## src/hw/avr_settings.svh

```systemverilog
`ifndef AVR_SETTINGS_SVH
`define AVR_SETTINGS_SVH

// widths fixed by the instruction encoding
`define AVR_WORD_W   16
`define AVR_DATA_W   8
`define AVR_NUM_REGS 32
`define AVR_REG_AW   5

// pointer pairs, high byte sits at index + 1
`define AVR_Y_LO 28
`define AVR_Z_LO 30

// status register bits
`define AVR_FLAG_C 0
`define AVR_FLAG_Z 1
`define AVR_FLAG_N 2
`define AVR_FLAG_V 3
`define AVR_FLAG_S 4
`define AVR_FLAG_H 5
`define AVR_FLAG_T 6
`define AVR_FLAG_I 7

`endif

```

## src/hw/avr_pkg.sv

```systemverilog
`default_nettype none

package avr_pkg;

	// execution ops, unknown words collapse to OP_NOP
	typedef enum logic [4:0] {
		OP_NOP,
		OP_ADD,
		OP_ADC,
		OP_SUB,
		OP_SBC,
		OP_SUBI,
		OP_SBCI,
		OP_AND,
		OP_ANDI,
		OP_OR,
		OP_ORI,
		OP_EOR,
		OP_MOV,
		OP_LDI,
		OP_SWAP,
		OP_LSR,
		OP_CP,
		OP_CPI,
		OP_RJMP,
		OP_BRANCH, // BRBS and BRBC
		OP_LOAD,   // LDD through Y or Z
		OP_STORE   // STD through Y or Z
	} opcode_t;

	typedef enum logic [1:0] {
		PC_HOLD,
		PC_STEP,
		PC_REL
	} pc_sel_t;

	typedef enum logic {
		MS_ADDR, // address out, pc held
		MS_DATA  // read data valid or write strobe
	} mem_state_t;

endpackage

`default_nettype wire

```

## src/hw/avr_fetch.sv

```systemverilog
`timescale 1ns/1ps
`default_nettype none
`include "avr_settings.svh"

module avr_fetch (
	input  wire                     CLK,
	input  wire                     RST,
	input  wire avr_pkg::pc_sel_t   pc_sel,
	input  wire [`AVR_WORD_W-1:0]   rel_offset,
	output logic [`AVR_WORD_W-1:0]  prog_addr
);
	import avr_pkg::*;

	logic [`AVR_WORD_W-1:0] pc;      // address of the word now on prog_data
	logic [`AVR_WORD_W-1:0] pc_next;

	always_comb begin
		case (pc_sel)
			PC_HOLD: pc_next = pc;                        // second cycle of a memory op
			PC_REL:  pc_next = pc + 1'b1 + rel_offset;    // rjmp or taken branch
			default: pc_next = pc + 1'b1;
		endcase
	end

	// rom latches the next pc, so word 0 has to be addressed while in reset
	assign prog_addr = RST ? '0 : pc_next;

	always_ff @(posedge CLK) begin
		if (RST)
			pc <= '0;
		else
			pc <= pc_next;
	end

	// sequencer must pick a defined source every cycle once running
	a_pc_sel_known: assert property (@(posedge CLK) disable iff (RST)
		!$isunknown(pc_sel));

endmodule

`default_nettype wire

```

## src/hw/avr_decode.sv

```systemverilog
`timescale 1ns/1ps
`default_nettype none
`include "avr_settings.svh"

module avr_decode (
	input  wire [`AVR_WORD_W-1:0]  instr,
	output avr_pkg::opcode_t       op,
	output logic [`AVR_REG_AW-1:0] rd_addr,
	output logic [`AVR_REG_AW-1:0] rr_addr,
	output logic [`AVR_DATA_W-1:0] imm8,
	output logic [5:0]             disp6,
	output logic                   ptr_is_y,
	output logic [2:0]             branch_bit,
	output logic                   branch_if_set,
	output logic [`AVR_WORD_W-1:0] rel_offset
);
	import avr_pkg::*;

	always_comb begin
		op = OP_NOP;
		rd_addr = instr[8:4];
		casez (instr)
			16'b0000_11??_????_????: op = OP_ADD;
			16'b0001_11??_????_????: op = OP_ADC;
			16'b0001_10??_????_????: op = OP_SUB;
			16'b0000_10??_????_????: op = OP_SBC;
			16'b0001_01??_????_????: op = OP_CP;
			16'b0010_00??_????_????: op = OP_AND;
			16'b0010_01??_????_????: op = OP_EOR;
			16'b0010_10??_????_????: op = OP_OR;
			16'b0010_11??_????_????: op = OP_MOV;
			16'b0011_????_????_????: op = OP_CPI;
			16'b0100_????_????_????: op = OP_SBCI;
			16'b0101_????_????_????: op = OP_SUBI;
			16'b0110_????_????_????: op = OP_ORI;
			16'b0111_????_????_????: op = OP_ANDI;
			16'b1110_????_????_????: op = OP_LDI;
			16'b1001_010?_????_0010: op = OP_SWAP;
			16'b1001_010?_????_0110: op = OP_LSR;
			16'b10?0_??0?_????_????: op = OP_LOAD;  // bit 3 picks Y or Z
			16'b10?0_??1?_????_????: op = OP_STORE;
			16'b1100_????_????_????: op = OP_RJMP;
			16'b1111_0???_????_????: op = OP_BRANCH; // bit 10 set means BRBC
			default:                 op = OP_NOP;
		endcase

		// immediate forms only reach r16..r31
		if (op inside {OP_SUBI, OP_SBCI, OP_ANDI, OP_ORI, OP_CPI, OP_LDI})
			rd_addr = {1'b1, instr[7:4]};
	end

	assign rr_addr       = {instr[9], instr[3:0]};
	assign imm8          = {instr[11:8], instr[3:0]};
	assign disp6         = {instr[13], instr[11:10], instr[2:0]};
	assign ptr_is_y      = instr[3];
	assign branch_bit    = instr[2:0];
	assign branch_if_set = ~instr[10];

	// 12 bit rjmp offset or 7 bit branch offset, both in words
	assign rel_offset = (op == OP_RJMP) ? {{4{instr[11]}}, instr[11:0]}
	                                    : {{9{instr[9]}}, instr[9:3]};

endmodule

`default_nettype wire

```

## src/hw/avr_regfile.sv

```systemverilog
`timescale 1ns/1ps
`default_nettype none
`include "avr_settings.svh"

module avr_regfile (
	input  wire                    CLK,
	input  wire                    RST,
	input  wire [`AVR_REG_AW-1:0]  rd_addr,
	input  wire [`AVR_REG_AW-1:0]  rr_addr,
	output logic [`AVR_DATA_W-1:0] rd_data,
	output logic [`AVR_DATA_W-1:0] rr_data,
	input  wire                    reg_we,
	input  wire [`AVR_DATA_W-1:0]  reg_wdata,
	output logic [`AVR_WORD_W-1:0] y_ptr,
	output logic [`AVR_WORD_W-1:0] z_ptr
);

	logic [`AVR_DATA_W-1:0] regs [`AVR_NUM_REGS];

	always_ff @(posedge CLK) begin
		if (RST) begin
			for (int i = 0; i < `AVR_NUM_REGS; i++) begin
				regs[i] <= '0;
			end
		end else if (reg_we) begin
			regs[rd_addr] <= reg_wdata; // writeback always targets Rd
		end
	end

	assign rd_data = regs[rd_addr];
	assign rr_data = regs[rr_addr];

	// pointer pairs, low byte at the even index
	assign y_ptr = {regs[`AVR_Y_LO + 1], regs[`AVR_Y_LO]};
	assign z_ptr = {regs[`AVR_Z_LO + 1], regs[`AVR_Z_LO]};

	// write enable from the sequencer must come with a decoded destination
	a_write_addr_known: assert property (@(posedge CLK) disable iff (RST)
		reg_we |-> !$isunknown(rd_addr) && !$isunknown(reg_wdata));

endmodule

`default_nettype wire

```

## src/hw/avr_alu.sv

```systemverilog
`timescale 1ns/1ps
`default_nettype none
`include "avr_settings.svh"

module avr_alu (
	input  wire                    CLK,
	input  wire                    RST,
	input  wire avr_pkg::opcode_t  op,
	input  wire [`AVR_DATA_W-1:0]  rd_data,
	input  wire [`AVR_DATA_W-1:0]  rr_data,
	input  wire [`AVR_DATA_W-1:0]  imm8,
	input  wire [2:0]              branch_bit,
	input  wire                    branch_if_set,
	output logic [`AVR_DATA_W-1:0] alu_result,
	output logic                   branch_taken
);
	import avr_pkg::*;

	logic [`AVR_DATA_W-1:0] sreg;
	logic [`AVR_DATA_W-1:0] flags;   // next status value
	logic                   flag_we;
	logic [`AVR_DATA_W-1:0] opb;
	logic                   cin;
	logic [`AVR_DATA_W:0]   sum;     // bit 8 is carry out
	logic [`AVR_DATA_W:0]   dif;     // bit 8 is borrow out
	logic [4:0]             sum_lo;
	logic [4:0]             dif_lo;

	assign opb = (op inside {OP_SUBI, OP_SBCI, OP_ANDI, OP_ORI, OP_CPI}) ? imm8 : rr_data;
	assign cin = (op inside {OP_ADC, OP_SBC, OP_SBCI}) & sreg[`AVR_FLAG_C];

	assign sum    = {1'b0, rd_data} + {1'b0, opb} + {8'd0, cin};
	assign dif    = {1'b0, rd_data} - {1'b0, opb} - {8'd0, cin};
	assign sum_lo = {1'b0, rd_data[3:0]} + {1'b0, opb[3:0]} + {4'd0, cin};
	assign dif_lo = {1'b0, rd_data[3:0]} - {1'b0, opb[3:0]} - {4'd0, cin};

	always_comb begin
		alu_result = rd_data;
		flags = sreg;
		flag_we = 1'b0;
		case (op)
			OP_ADD, OP_ADC: begin
				alu_result = sum[7:0];
				flags[`AVR_FLAG_C] = sum[8];
				flags[`AVR_FLAG_H] = sum_lo[4];
				flags[`AVR_FLAG_V] = (rd_data[7] & opb[7] & ~sum[7])
					| (~rd_data[7] & ~opb[7] & sum[7]);
				flag_we = 1'b1;
			end
			OP_SUB, OP_SBC, OP_SUBI, OP_SBCI, OP_CP, OP_CPI: begin
				alu_result = dif[7:0]; // compares drop this in the sequencer
				flags[`AVR_FLAG_C] = dif[8];
				flags[`AVR_FLAG_H] = dif_lo[4];
				flags[`AVR_FLAG_V] = (rd_data[7] & ~opb[7] & ~dif[7])
					| (~rd_data[7] & opb[7] & dif[7]);
				flag_we = 1'b1;
			end
			OP_AND, OP_ANDI: begin
				alu_result = rd_data & opb;
				flags[`AVR_FLAG_V] = 1'b0;
				flag_we = 1'b1;
			end
			OP_OR, OP_ORI: begin
				alu_result = rd_data | opb;
				flags[`AVR_FLAG_V] = 1'b0;
				flag_we = 1'b1;
			end
			OP_EOR: begin
				alu_result = rd_data ^ rr_data;
				flags[`AVR_FLAG_V] = 1'b0;
				flag_we = 1'b1;
			end
			OP_MOV:  alu_result = rr_data;
			OP_LDI:  alu_result = imm8;
			OP_SWAP: alu_result = {rd_data[3:0], rd_data[7:4]};
			OP_LSR: begin
				alu_result = {1'b0, rd_data[7:1]};
				flags[`AVR_FLAG_C] = rd_data[0];
				flags[`AVR_FLAG_V] = rd_data[0]; // N is always 0 here, so V = C
				flag_we = 1'b1;
			end
			default: ;
		endcase

		// common to every flag writer
		if (flag_we) begin
			flags[`AVR_FLAG_Z] = (alu_result == '0);
			flags[`AVR_FLAG_N] = alu_result[7];
			flags[`AVR_FLAG_S] = flags[`AVR_FLAG_N] ^ flags[`AVR_FLAG_V];
		end
	end

	always_ff @(posedge CLK) begin
		if (RST)
			sreg <= '0;
		else if (flag_we)
			sreg <= flags;
	end

	assign branch_taken = (op == OP_BRANCH) && (sreg[branch_bit] == branch_if_set);

endmodule

`default_nettype wire

```

## src/hw/avr_sequencer.sv

```systemverilog
`timescale 1ns/1ps
`default_nettype none
`include "avr_settings.svh"

module avr_sequencer (
	input  wire                    CLK,
	input  wire                    RST,
	input  wire avr_pkg::opcode_t  op,
	input  wire                    branch_taken,
	input  wire [`AVR_DATA_W-1:0]  alu_result,
	input  wire [`AVR_DATA_W-1:0]  data_rdata,
	input  wire [`AVR_DATA_W-1:0]  rd_data,
	input  wire [`AVR_WORD_W-1:0]  y_ptr,
	input  wire [`AVR_WORD_W-1:0]  z_ptr,
	input  wire [5:0]              disp6,
	input  wire                    ptr_is_y,
	output avr_pkg::pc_sel_t       pc_sel,
	output logic                   reg_we,
	output logic [`AVR_DATA_W-1:0] reg_wdata,
	output logic [`AVR_WORD_W-1:0] data_addr,
	output logic [`AVR_DATA_W-1:0] data_wdata,
	output logic                   data_we
);
	import avr_pkg::*;

	mem_state_t state;
	logic       is_mem;

	assign is_mem = (op == OP_LOAD) || (op == OP_STORE);

	always_ff @(posedge CLK) begin
		if (RST)
			state <= MS_ADDR;
		else if (is_mem && state == MS_ADDR)
			state <= MS_DATA;
		else
			state <= MS_ADDR;
	end

	// address stays put across both cycles since the word is held
	assign data_addr  = (ptr_is_y ? y_ptr : z_ptr) + {{(`AVR_WORD_W - 6){1'b0}}, disp6};
	assign data_wdata = rd_data;
	assign data_we    = (op == OP_STORE) && (state == MS_DATA);

	// compares, branches, jumps, nop and stores leave the file alone
	assign reg_we = (op inside {OP_ADD, OP_ADC, OP_SUB, OP_SBC, OP_SUBI, OP_SBCI,
		OP_AND, OP_ANDI, OP_OR, OP_ORI, OP_EOR, OP_MOV, OP_LDI, OP_SWAP, OP_LSR})
		|| ((op == OP_LOAD) && (state == MS_DATA));
	assign reg_wdata = (op == OP_LOAD) ? data_rdata : alu_result;

	always_comb begin
		if (is_mem && state == MS_ADDR)
			pc_sel = PC_HOLD;
		else if (op == OP_RJMP || branch_taken)
			pc_sel = PC_REL;
		else
			pc_sel = PC_STEP;
	end

	// strobe belongs to the same store word that set up the address a cycle earlier
	a_store_strobe: assert property (@(posedge CLK) disable iff (RST)
		data_we |-> $past(op) == OP_STORE && $stable(data_addr));

endmodule

`default_nettype wire

```

## src/hw/avr_core.sv

```systemverilog
`timescale 1ns/1ps
`default_nettype none
`include "avr_settings.svh"

module avr_core (
	input  wire                    CLK,
	input  wire                    RST,
	output logic [`AVR_WORD_W-1:0] prog_addr,
	input  wire [`AVR_WORD_W-1:0]  prog_data,
	output logic [`AVR_WORD_W-1:0] data_addr,
	output logic [`AVR_DATA_W-1:0] data_wdata,
	output logic                   data_we,
	input  wire [`AVR_DATA_W-1:0]  data_rdata
);
	import avr_pkg::*;

	// decoded fields
	opcode_t                op;
	logic [`AVR_REG_AW-1:0] rd_addr;
	logic [`AVR_REG_AW-1:0] rr_addr;
	logic [`AVR_DATA_W-1:0] imm8;
	logic [5:0]             disp6;
	logic                   ptr_is_y;
	logic [2:0]             branch_bit;
	logic                   branch_if_set;
	logic [`AVR_WORD_W-1:0] rel_offset;

	// register file
	logic [`AVR_DATA_W-1:0] rd_data;
	logic [`AVR_DATA_W-1:0] rr_data;
	logic [`AVR_WORD_W-1:0] y_ptr;
	logic [`AVR_WORD_W-1:0] z_ptr;
	logic                   reg_we;
	logic [`AVR_DATA_W-1:0] reg_wdata;

	// execute and control
	logic [`AVR_DATA_W-1:0] alu_result;
	logic                   branch_taken;
	pc_sel_t                pc_sel;

	avr_fetch fetch0 (
		.CLK        (CLK),
		.RST        (RST),
		.pc_sel     (pc_sel),
		.rel_offset (rel_offset),
		.prog_addr  (prog_addr)
	);

	// rom output is the current instruction, no extra register
	avr_decode decode0 (
		.instr         (prog_data),
		.op            (op),
		.rd_addr       (rd_addr),
		.rr_addr       (rr_addr),
		.imm8          (imm8),
		.disp6         (disp6),
		.ptr_is_y      (ptr_is_y),
		.branch_bit    (branch_bit),
		.branch_if_set (branch_if_set),
		.rel_offset    (rel_offset)
	);

	avr_regfile regs0 (
		.CLK       (CLK),
		.RST       (RST),
		.rd_addr   (rd_addr),
		.rr_addr   (rr_addr),
		.rd_data   (rd_data),
		.rr_data   (rr_data),
		.reg_we    (reg_we),
		.reg_wdata (reg_wdata),
		.y_ptr     (y_ptr),
		.z_ptr     (z_ptr)
	);

	avr_alu alu0 (
		.CLK           (CLK),
		.RST           (RST),
		.op            (op),
		.rd_data       (rd_data),
		.rr_data       (rr_data),
		.imm8          (imm8),
		.branch_bit    (branch_bit),
		.branch_if_set (branch_if_set),
		.alu_result    (alu_result),
		.branch_taken  (branch_taken)
	);

	avr_sequencer seq0 (
		.CLK          (CLK),
		.RST          (RST),
		.op           (op),
		.branch_taken (branch_taken),
		.alu_result   (alu_result),
		.data_rdata   (data_rdata),
		.rd_data      (rd_data),
		.y_ptr        (y_ptr),
		.z_ptr        (z_ptr),
		.disp6        (disp6),
		.ptr_is_y     (ptr_is_y),
		.pc_sel       (pc_sel),
		.reg_we       (reg_we),
		.reg_wdata    (reg_wdata),
		.data_addr    (data_addr),
		.data_wdata   (data_wdata),
		.data_we      (data_we)
	);

endmodule

`default_nettype wire

```

## config.mk

```make
export PLATFORM = sky130hd
export DESIGN_NAME = avr_core
export DESIGN_NICKNAME = d
export VERILOG_FILES = /design/src/hw/avr_pkg.sv /design/src/hw/avr_fetch.sv /design/src/hw/avr_decode.sv /design/src/hw/avr_regfile.sv /design/src/hw/avr_alu.sv /design/src/hw/avr_sequencer.sv /design/src/hw/avr_core.sv
export VERILOG_INCLUDE_DIRS = /design/src /design/src/hw
export SDC_FILE = /design/constraint.sdc
export NUM_CORES = 1
export LEC_CHECK = 0
export BUFFER_PORTS_ARGS = -buffer_cell sky130_fd_sc_hd__buf_2
export CORE_AREA = 2 2 213 215
export CTS_CLUSTER_SIZE = 14
export DETAILED_ROUTE_END_ITERATION = 16
export DIE_AREA = 0 0 215 217
export GPL_TIMING_DRIVEN = 0
export PLACE_DENSITY_LB_ADDON = 0.12
export SYNTH_ARGS = -nofsm -noshare
export SYNTH_HDL_FRONTEND = slang
export SYNTH_HIERARCHICAL = 1
export SYNTH_SLANG_ARGS = --single-unit
```

## constraint.sdc

```tcl
create_clock -name CLK -period 12.52 [get_ports CLK]
set_input_delay 2.504 -clock CLK [delete_from_list [all_inputs] [get_ports CLK]]
set_output_delay 2.504 -clock CLK [all_outputs]
set_load 0.005 [all_outputs]
```

==> metrics.md, run 1 <==
| Metric | Value |
|---|---|
| Final net count | 1840 |
| Core area | 44700 sq um |
| Final WL | 68800 microns |
| PortBufs | 64 |
| Netlist Area Pre-Place | 19710 sq um |
| H-tree depth | 2 |
| TritonCTS buffer count | 35 |
| Maximum VDD drop | 97.09 uV |
| Fin. max-slew vios | 0 |
| Worst-Margin Slew | 1.363 ns |
| Count of different cell masters after synthesis | 102 |
| Worst EP required | 12.92 ns |
| Clock Latency Late Sink | 0.55 ns |
| Clock sink total | 279 |
| Share of layout cells above drive strength 1 | 25.37% |
| Post-route DRC violation count | 0 |
| Final Hold Viols | 0 |
| Synth Instances | 1652 |
| Initial antenna violation count | 1 |
| Reg2reg path depth | 15 |
| PD cells | 138.5 nW/um^2 |
| Global-route wire length before repair | 99000 microns |
| Area grow syn2layout | 11.33% |
| Number of flops mapped to enable cells by yosys | 256 |
| Max cap viols | 0 |
| Outcome | completed |
| Gpl congestion | 1.084 |
| CTS tree | yes |
| Syn. warnings | 6 |
| Row count | 78 |
| Post-Route Setup TNS | 0 ns |
| Via count | 15020 |
| Setup Skew | 0.01720 ns |
| Syn_nets | 1739 |
| Reg2reg setup slack | 6.61 ns |
| Min Tclk post-route | 9.970 ns |
| Overall Power | 3.040 mW |
| Number of global-route vias before repair | 14480 |
| Post_cts resized | 0 |
| CTS max path bufs | 3 |
| Max-slew headroom | 8.948% |
| Hold path endpoint | alu0/sreg[4] |
| Primary FF master, synth | edfxtp_1 |
| Largest net degree at the start of global routing | 25 |
| Unrepaired setup endpoints after global routing | false |
| LEAKAGE | 8.194 nW |
| Fin worst setup slack | 2.550 ns |
| Clk slew on worst S/H paths | 0.05 ns |
| FMAX | 100.3 MHz |
| Layout Utilization | 49.10% |
| WL per Instance | 28.88 microns |
| FFs w/ async S/R, synth | 0% |
| HP Start | alu0/sreg[4] |
| Setup CP Type | in -> reg |
| Via density | 6.305 |
| Synth Register Bits | 279 |
| Gr ovfl total | 0 |
| # hold bufs at CTS | 0 |
| Setup bufs post-CTS | 0 |
| Post-DP HPWL | 51810 microns |
| Post-synthesis sequential area ratio | 41.33% |
| Setup violations, final | 0 |
| Die area | 46660 sq um |
| Hold slack | 0.4976 ns |
| Arr. time, crit path | 10.37 ns |
| FF-to-FF Start | regs0/regs[11][0] |
| Final ANT Viol Nets | 0 |
| Die H | 217 microns |
| Final worst-path cycle share | 79.63% |
| CP Capture Type | flop |
| Die width | 215 microns |
| Placement Setup Slack | 2.326 ns |
| Starting DRT DRC Count | 2036 |
| Worst r2r dst | regs0/regs[27][7] |
| # IOs | 67 |
| Hold path cells | 2 |
| Crit-path max FO | 10 |
| Initial Utilization | 44.10% |
| First-pass DRT Iterations | 7 |
| Clock root buffer | clkbuf_16 |
| Crit start category | input pin |
| Syn avg cell area | 11.93 sq um |
| Worst min path class | reg -> reg |
| Total track usage | 29.33% |
==> power breakdown <==
part           internal [mW]  leakage [nW]  total (mW)  switching [mW]
Clock                  0.611         0.554        1.02           0.409
Sequential              1.06          2.83        1.10          0.0416
Combinational          0.314          4.81       0.918           0.604
==> layout make-up <==
class	count	area, sq um
antenna	4	10.01
buffer	140	800.8
inverter	51	191.4
clock buffer	40	915.9
clock inverter	22	236.5
sequential	279	8148
timing repair buffer	64	320.3
fill	4149	22750
multi-input combinational	1182	10570
tap	600	750.7
==> routing by layer <==
metal | vias to the layer above | global-route usage (%) | wire [microns]
met5 | - | 0 | 0
met4 | 0 | 12.87 | 3459
met3 | 193 | 6.415 | 6174
met2 | 858 | 47.82 | 32150
met1 | 7518 | 37.82 | 27010
li1 | 6449 | - | -
==> logic make-up after synthesis <==
family	synth area share, %
XOR/XNOR	2.437
flip-flops	41.33
AND/OR/NAND/NOR	18.56
AO/OA/AOI/OAI	9.019
adder cells (fa/ha/maj)	4.062
multiplexers	19.56
buffers and inverters	5.033
==> synth_stat cells, drive strengths merged (35+ instances only) <==
cell / count / area [sq um]
nor2: 100 / 390.4
a22oi: 41 / 312.8
or2: 35 / 219.0
nand2: 58 / 217.7
mux2: 37 / 416.7
clkbuf: 55 / 206.5
buf: 85 / 594.3
edfxtp: 256 / 7687
a21oi: 55 / 290.3
and2: 258 / 1614
mux4: 145 / 3266
ha: 56 / 700.7
inv: 51 / 191.4
==> per-stage QoR <==
stage | cells | area, sq um
CTS | 2378 | 21940
global route | 2378 | 21940
detailed placement | 2316 | 20780
floorplan | 1652 | 19710
global placement | 2316 | 20780
finish | 2382 | 21950
==> sequential cells by signal, indices dropped and copies added (netlist names) <==
register and cells:
alu0/sreg 6, regs0/regs 256, fetch0/pc 16, seq0/state 1
==> worst max-delay path by stage <==
stage / slack, ns / end / startpoint
CTS: 2.86 / regs0/regs[27][7] / prog_data[13]
floorplan: 4.36 / prog_addr[15] / prog_data[10]
finish: 2.55 / regs0/regs[27][7] / prog_data[13]
global route: 2.38 / regs0/regs[3][7] / prog_data[12]
global placement: 2.34 / regs0/regs[29][7] / prog_data[13]
detailed placement: 2.33 / regs0/regs[27][7] / prog_data[13]
==> placed cells by master (no fill, tap or decap), types with 30 or more instances in the layout <==
cell,synthesis,final
a21oi_1,51,51
a22oi_1,40,40
and2_1,258,258
buf_2,16,80
buf_4,50,50
clkbuf_1,55,59
clkbuf_16,0,36
edfxtp_1,256,256
ha_1,56,56
inv_1,51,51
mux2_2,30,30
mux4_2,145,145
nand2_1,58,58
nand3_1,33,33
nor2_1,96,96
or2_2,35,35
xnor2_1,30,30
==> critical path, stage by stage <==
cell      delay (ns)
buf_2           0.17
buf_2           0.20
nor3_1          0.15
nor4_1          0.07
o311ai_0        0.09
nand3_1         0.43
o31ai_4         0.65
clkbuf_1        0.40
nor3b_1         1.06
a22oi_1         0.36
nand4_1         0.55
inv_1           0.17
ha_1            0.37
inv_1           0.09
ha_1            0.25
nor4b_1         0.43
a211oi_1        0.19
o311ai_1        0.60
a211oi_2        0.23
inv_1           0.09
buf_4           0.09
mux2_2          0.37
clkbuf_1        0.58
and2_1          0.23
(Power assumes the default switching activity.)
==> run 2: changes to the inputs <==
Clock period 12.52 ns to 8.5 ns, I/O delays scaled along.
==> run 2 against run 1 <==
Effect of this change:
- flip-flop and latch count unchanged
- critical path depth is the same
- via count shrank 0.51%
- hold slack is essentially flat
- non-clock buffer count increased by 8
- global-route usage hardly changed
- clock-buffer cell count is the same
==> metrics.md, run 2 (synthesized netlist as in run 1, its figures left out) <==
| Metric | Value |
|---|---|
| Row count | 78 (unchanged) |
| Most frequent cells in the layout | and2_1, edfxtp_1, mux4_2 |
| Crit-path max FO | 10 (unchanged) |
| FILL cells | 4147 (-0.048%) |
| Via count | 14940 (-0.51%) |
| Total track usage | 29.34% (about the same) |
| Internal power | 2.934 mW (+48%) |
| Reg2reg path depth | 16 (+1) |
| Number of global-route vias before repair | 14460 (-0.12%) |
| Fin. max-slew vios | 0 (unchanged) |
| Die H | 217 microns (unchanged) |
| Critical-path top delay cell | o31ai_4 |
| Max-slew headroom | 22.66% (+14 points) |
| Final net count | 1848 (+0.43%) |
| Initial antenna violation count | 2 (+1) |
| TritonCTS buffer count | 35 (unchanged) |
| Setup crit end | regs0/regs[27][7] |
| CTS max path bufs | 3 (unchanged) |
| Clock root buffer | clkbuf_16 |
| Min Tclk post-route | 8.109 ns |
| Gate power share | 30.4% (+0.2 points) |
| Worst min path class | reg -> reg |
| Largest net degree at the start of global routing | 25 (unchanged) |
| Post-route DRC violation count | 0 (unchanged) |
| Crit-path max cell delay | 0.65 ns (-0.41 ns) |
| Reg2reg setup slack | 2.78 ns (-3.83 ns) |
| FF-to-FF Start | regs0/regs[30][7] |
| Largest register FFs | 256 (unchanged) |
| Arr. time, crit path | 8.40 ns (-1.97 ns) |
| Top reg by flops | regs0/regs |
| Gr ovfl total | 0 (unchanged) |
| H-tree depth | 2 (unchanged) |
| Crit start category | input pin |
| Final Hold Viols | 0 (unchanged) |
| Final instance area | 22040 sq um (+0.42%) |
| Worst r2r dst | regs0/regs[27][7] |
| Sw Share | 34.65% (-0.048 points) |
| Area of the multi-input gates | 10600 sq um (+0.25%) |
| Unrepaired setup endpoints after global routing | false |
| Setup CP Type | in -> reg |
| Maximum VDD drop | 142.7 uV (+47%) |
| Biggest regs | regs0/regs: 256 flops, fetch0/pc: 16 flops, alu0/sreg: 6 flops |
| Starting DRT DRC Count | 1883 (-7.5%) |
| Final worst-path cycle share | 95.40% |
| PD cells | 203.8 nW/um^2 (+47%) |
| # IOs | 67 (unchanged) |
| Final ANT Viol Nets | 0 (unchanged) |
| Hold slack | 0.4980 ns (+0.0004510 ns) |
| Via density | 6.252 (-0.84%) |
| Clock sink total | 279 (unchanged) |
| Non-Filler Instances | 2390 (+0.34%) |
| P_sw | 1.556 mW (+47%) |
| Global-route wire length before repair | 99100 microns (+0.10%) |
| Post-DP HPWL | 51810 microns (unchanged) |
| Core area | 44700 sq um (unchanged) |
| First-pass DRT Iterations | 6 (-1) |
| CP Capture Type | flop |
| PortBufs | 64 (unchanged) |
| Die area | 46660 sq um (unchanged) |
| Most used cell, CP | inv_1 |
| # hold bufs at CTS | 0 (unchanged) |
| Final WL | 68780 microns (about the same) |
| Gpl congestion | 1.084 (unchanged) |
| Max cap viols | 0 (unchanged) |
| Initial Utilization | 44.10% (unchanged) |
| Commonest non-fill, non-tap cell in the layout | and2_1 |
| LEAKAGE | 8.255 nW (+0.75%) |
| Cells after DPL | 2316 (unchanged) |
| Outcome | completed |
| Clk slew on worst S/H paths | 0.05 ns (about the same) |
| Worst path cell trace | buf_2 > buf_2 > nor3_1 > nor4_1 > o311ai_0 > nand3_1 > o31ai_4 > clkbuf_2 > nor3b_4 > a22oi_1 > nand4_1 > inv_1 > ha_1 > inv_1 > ha_1 > and3b_1 > a2111oi_0 > o311ai_1 > a211oi_2 > inv_1 > buf_4 > mux2_2 > clkbuf_2 > and2_1 |
| Worst-Margin Slew | 1.160 ns (-0.2028 ns) |
| Setup violations, final | 0 (unchanged) |
| Area grow syn2layout | 11.79% |
| WL per Instance | 28.78 microns (-0.36%) |
| Hold path cells | 2 (unchanged) |
| Part of the power in registers | 36.1% (about the same) |
| Clock power frac | 33.5% (about the same) |
| Die width | 215 microns (unchanged) |
| Reg area | 8148 sq um (unchanged) |
| FMAX | 123.3 MHz |
| Share of layout cells above drive strength 1 | 26.15% (+0.78 points) |
| Crit. Startpoint | prog_data[13] |
| CTS tree | yes |
| Setup Skew | 0.01936 ns (+0.002158 ns) |
| Clock Latency Late Sink | 0.55 ns (about the same) |
| Worst EP required | 8.80 ns (-4.12 ns) |
| Post-Place Cell Area | 20780 sq um (unchanged) |
run 2: cell count changes in the layout (fill, tap and decap cells not counted), sizes merged:
cell,previous run,this run
buf,149,157
run 2: per-stage QoR:
stage / setup slack [ns] / power [mW] / utilization [%] / TNS, ns
6_report: 0.3909 / 4.490 / 49.30 / 0
5_1_grt: 0.06244 / 4.656 / 49.28 / 0
4_1_cts: 0.01239 / 4.483 / 49.12 / 0
3_5_place_dp: -0.8898 / 2.973 / 46.50 / -66.21
3_3_place_gp: -0.8774 / 2.962 / 46.50 / -61.80
2_1_floorplan: 1.448 / 2.439 / - / 0
run 2: power groups by stage:
stage	clock network, mW	logic, mW	registers (mW)
6_report	1.50	1.36	1.62
5_1_grt	1.58	1.45	1.63
4_1_cts	1.53	1.33	1.62
3_5_place_dp	0	1.33	1.65
3_3_place_gp	0	1.32	1.65
2_1_floorplan	0	0.827	1.61
run 2: worst min-delay path by stage:
stage | endpoint | startpoint | slack [ns]
floorplan | seq0/state | seq0/state | 0.45
global placement | alu0/sreg[4] | alu0/sreg[4] | 0.49
detailed placement | seq0/state | seq0/state | 0.49
CTS | seq0/state | seq0/state | 0.50
global route | alu0/sreg[4] | alu0/sreg[4] | 0.52
finish | alu0/sreg[4] | alu0/sreg[4] | 0.50
run 2: cell type report:
type | instances | area share, %
Multi-Input combinational cell | 1182 | 48.10
Sequential cell | 279 | 36.97
Clock buffer | 40 | 4.156
Buffer | 140 | 3.656
Tap cell | 600 | 3.407
Timing Repair Buffer | 72 | 1.726
Clock inverter | 22 | 1.073
Inverter | 51 | 0.8687
Antenna cell | 4 | 0.04542
run 2: timing repair:
item                       in CTS  in global routing
buffers inserted                0                  8
gates resized for setup         4                  9
setup endpoints to repair      30                 52
pin swaps                       0                  2
run 2: worst max-delay path, delay by kind of cell:
kind	cells	cell delay, ns
mux	1	0.40
simple gates	7	1.99
compound gates	6	2.08
fa+ha+maj	2	0.75
buf+inv	8	1.46
run 2: per-layer routing:
metal,vias up,part of all wire [%],global-route usage (%)
li1,6469,-,-
met1,7425,39,37.99
met2,855,47,47.72
met3,193,9.4,6.289
met4,0,4.8,12.99
met5,-,0,0
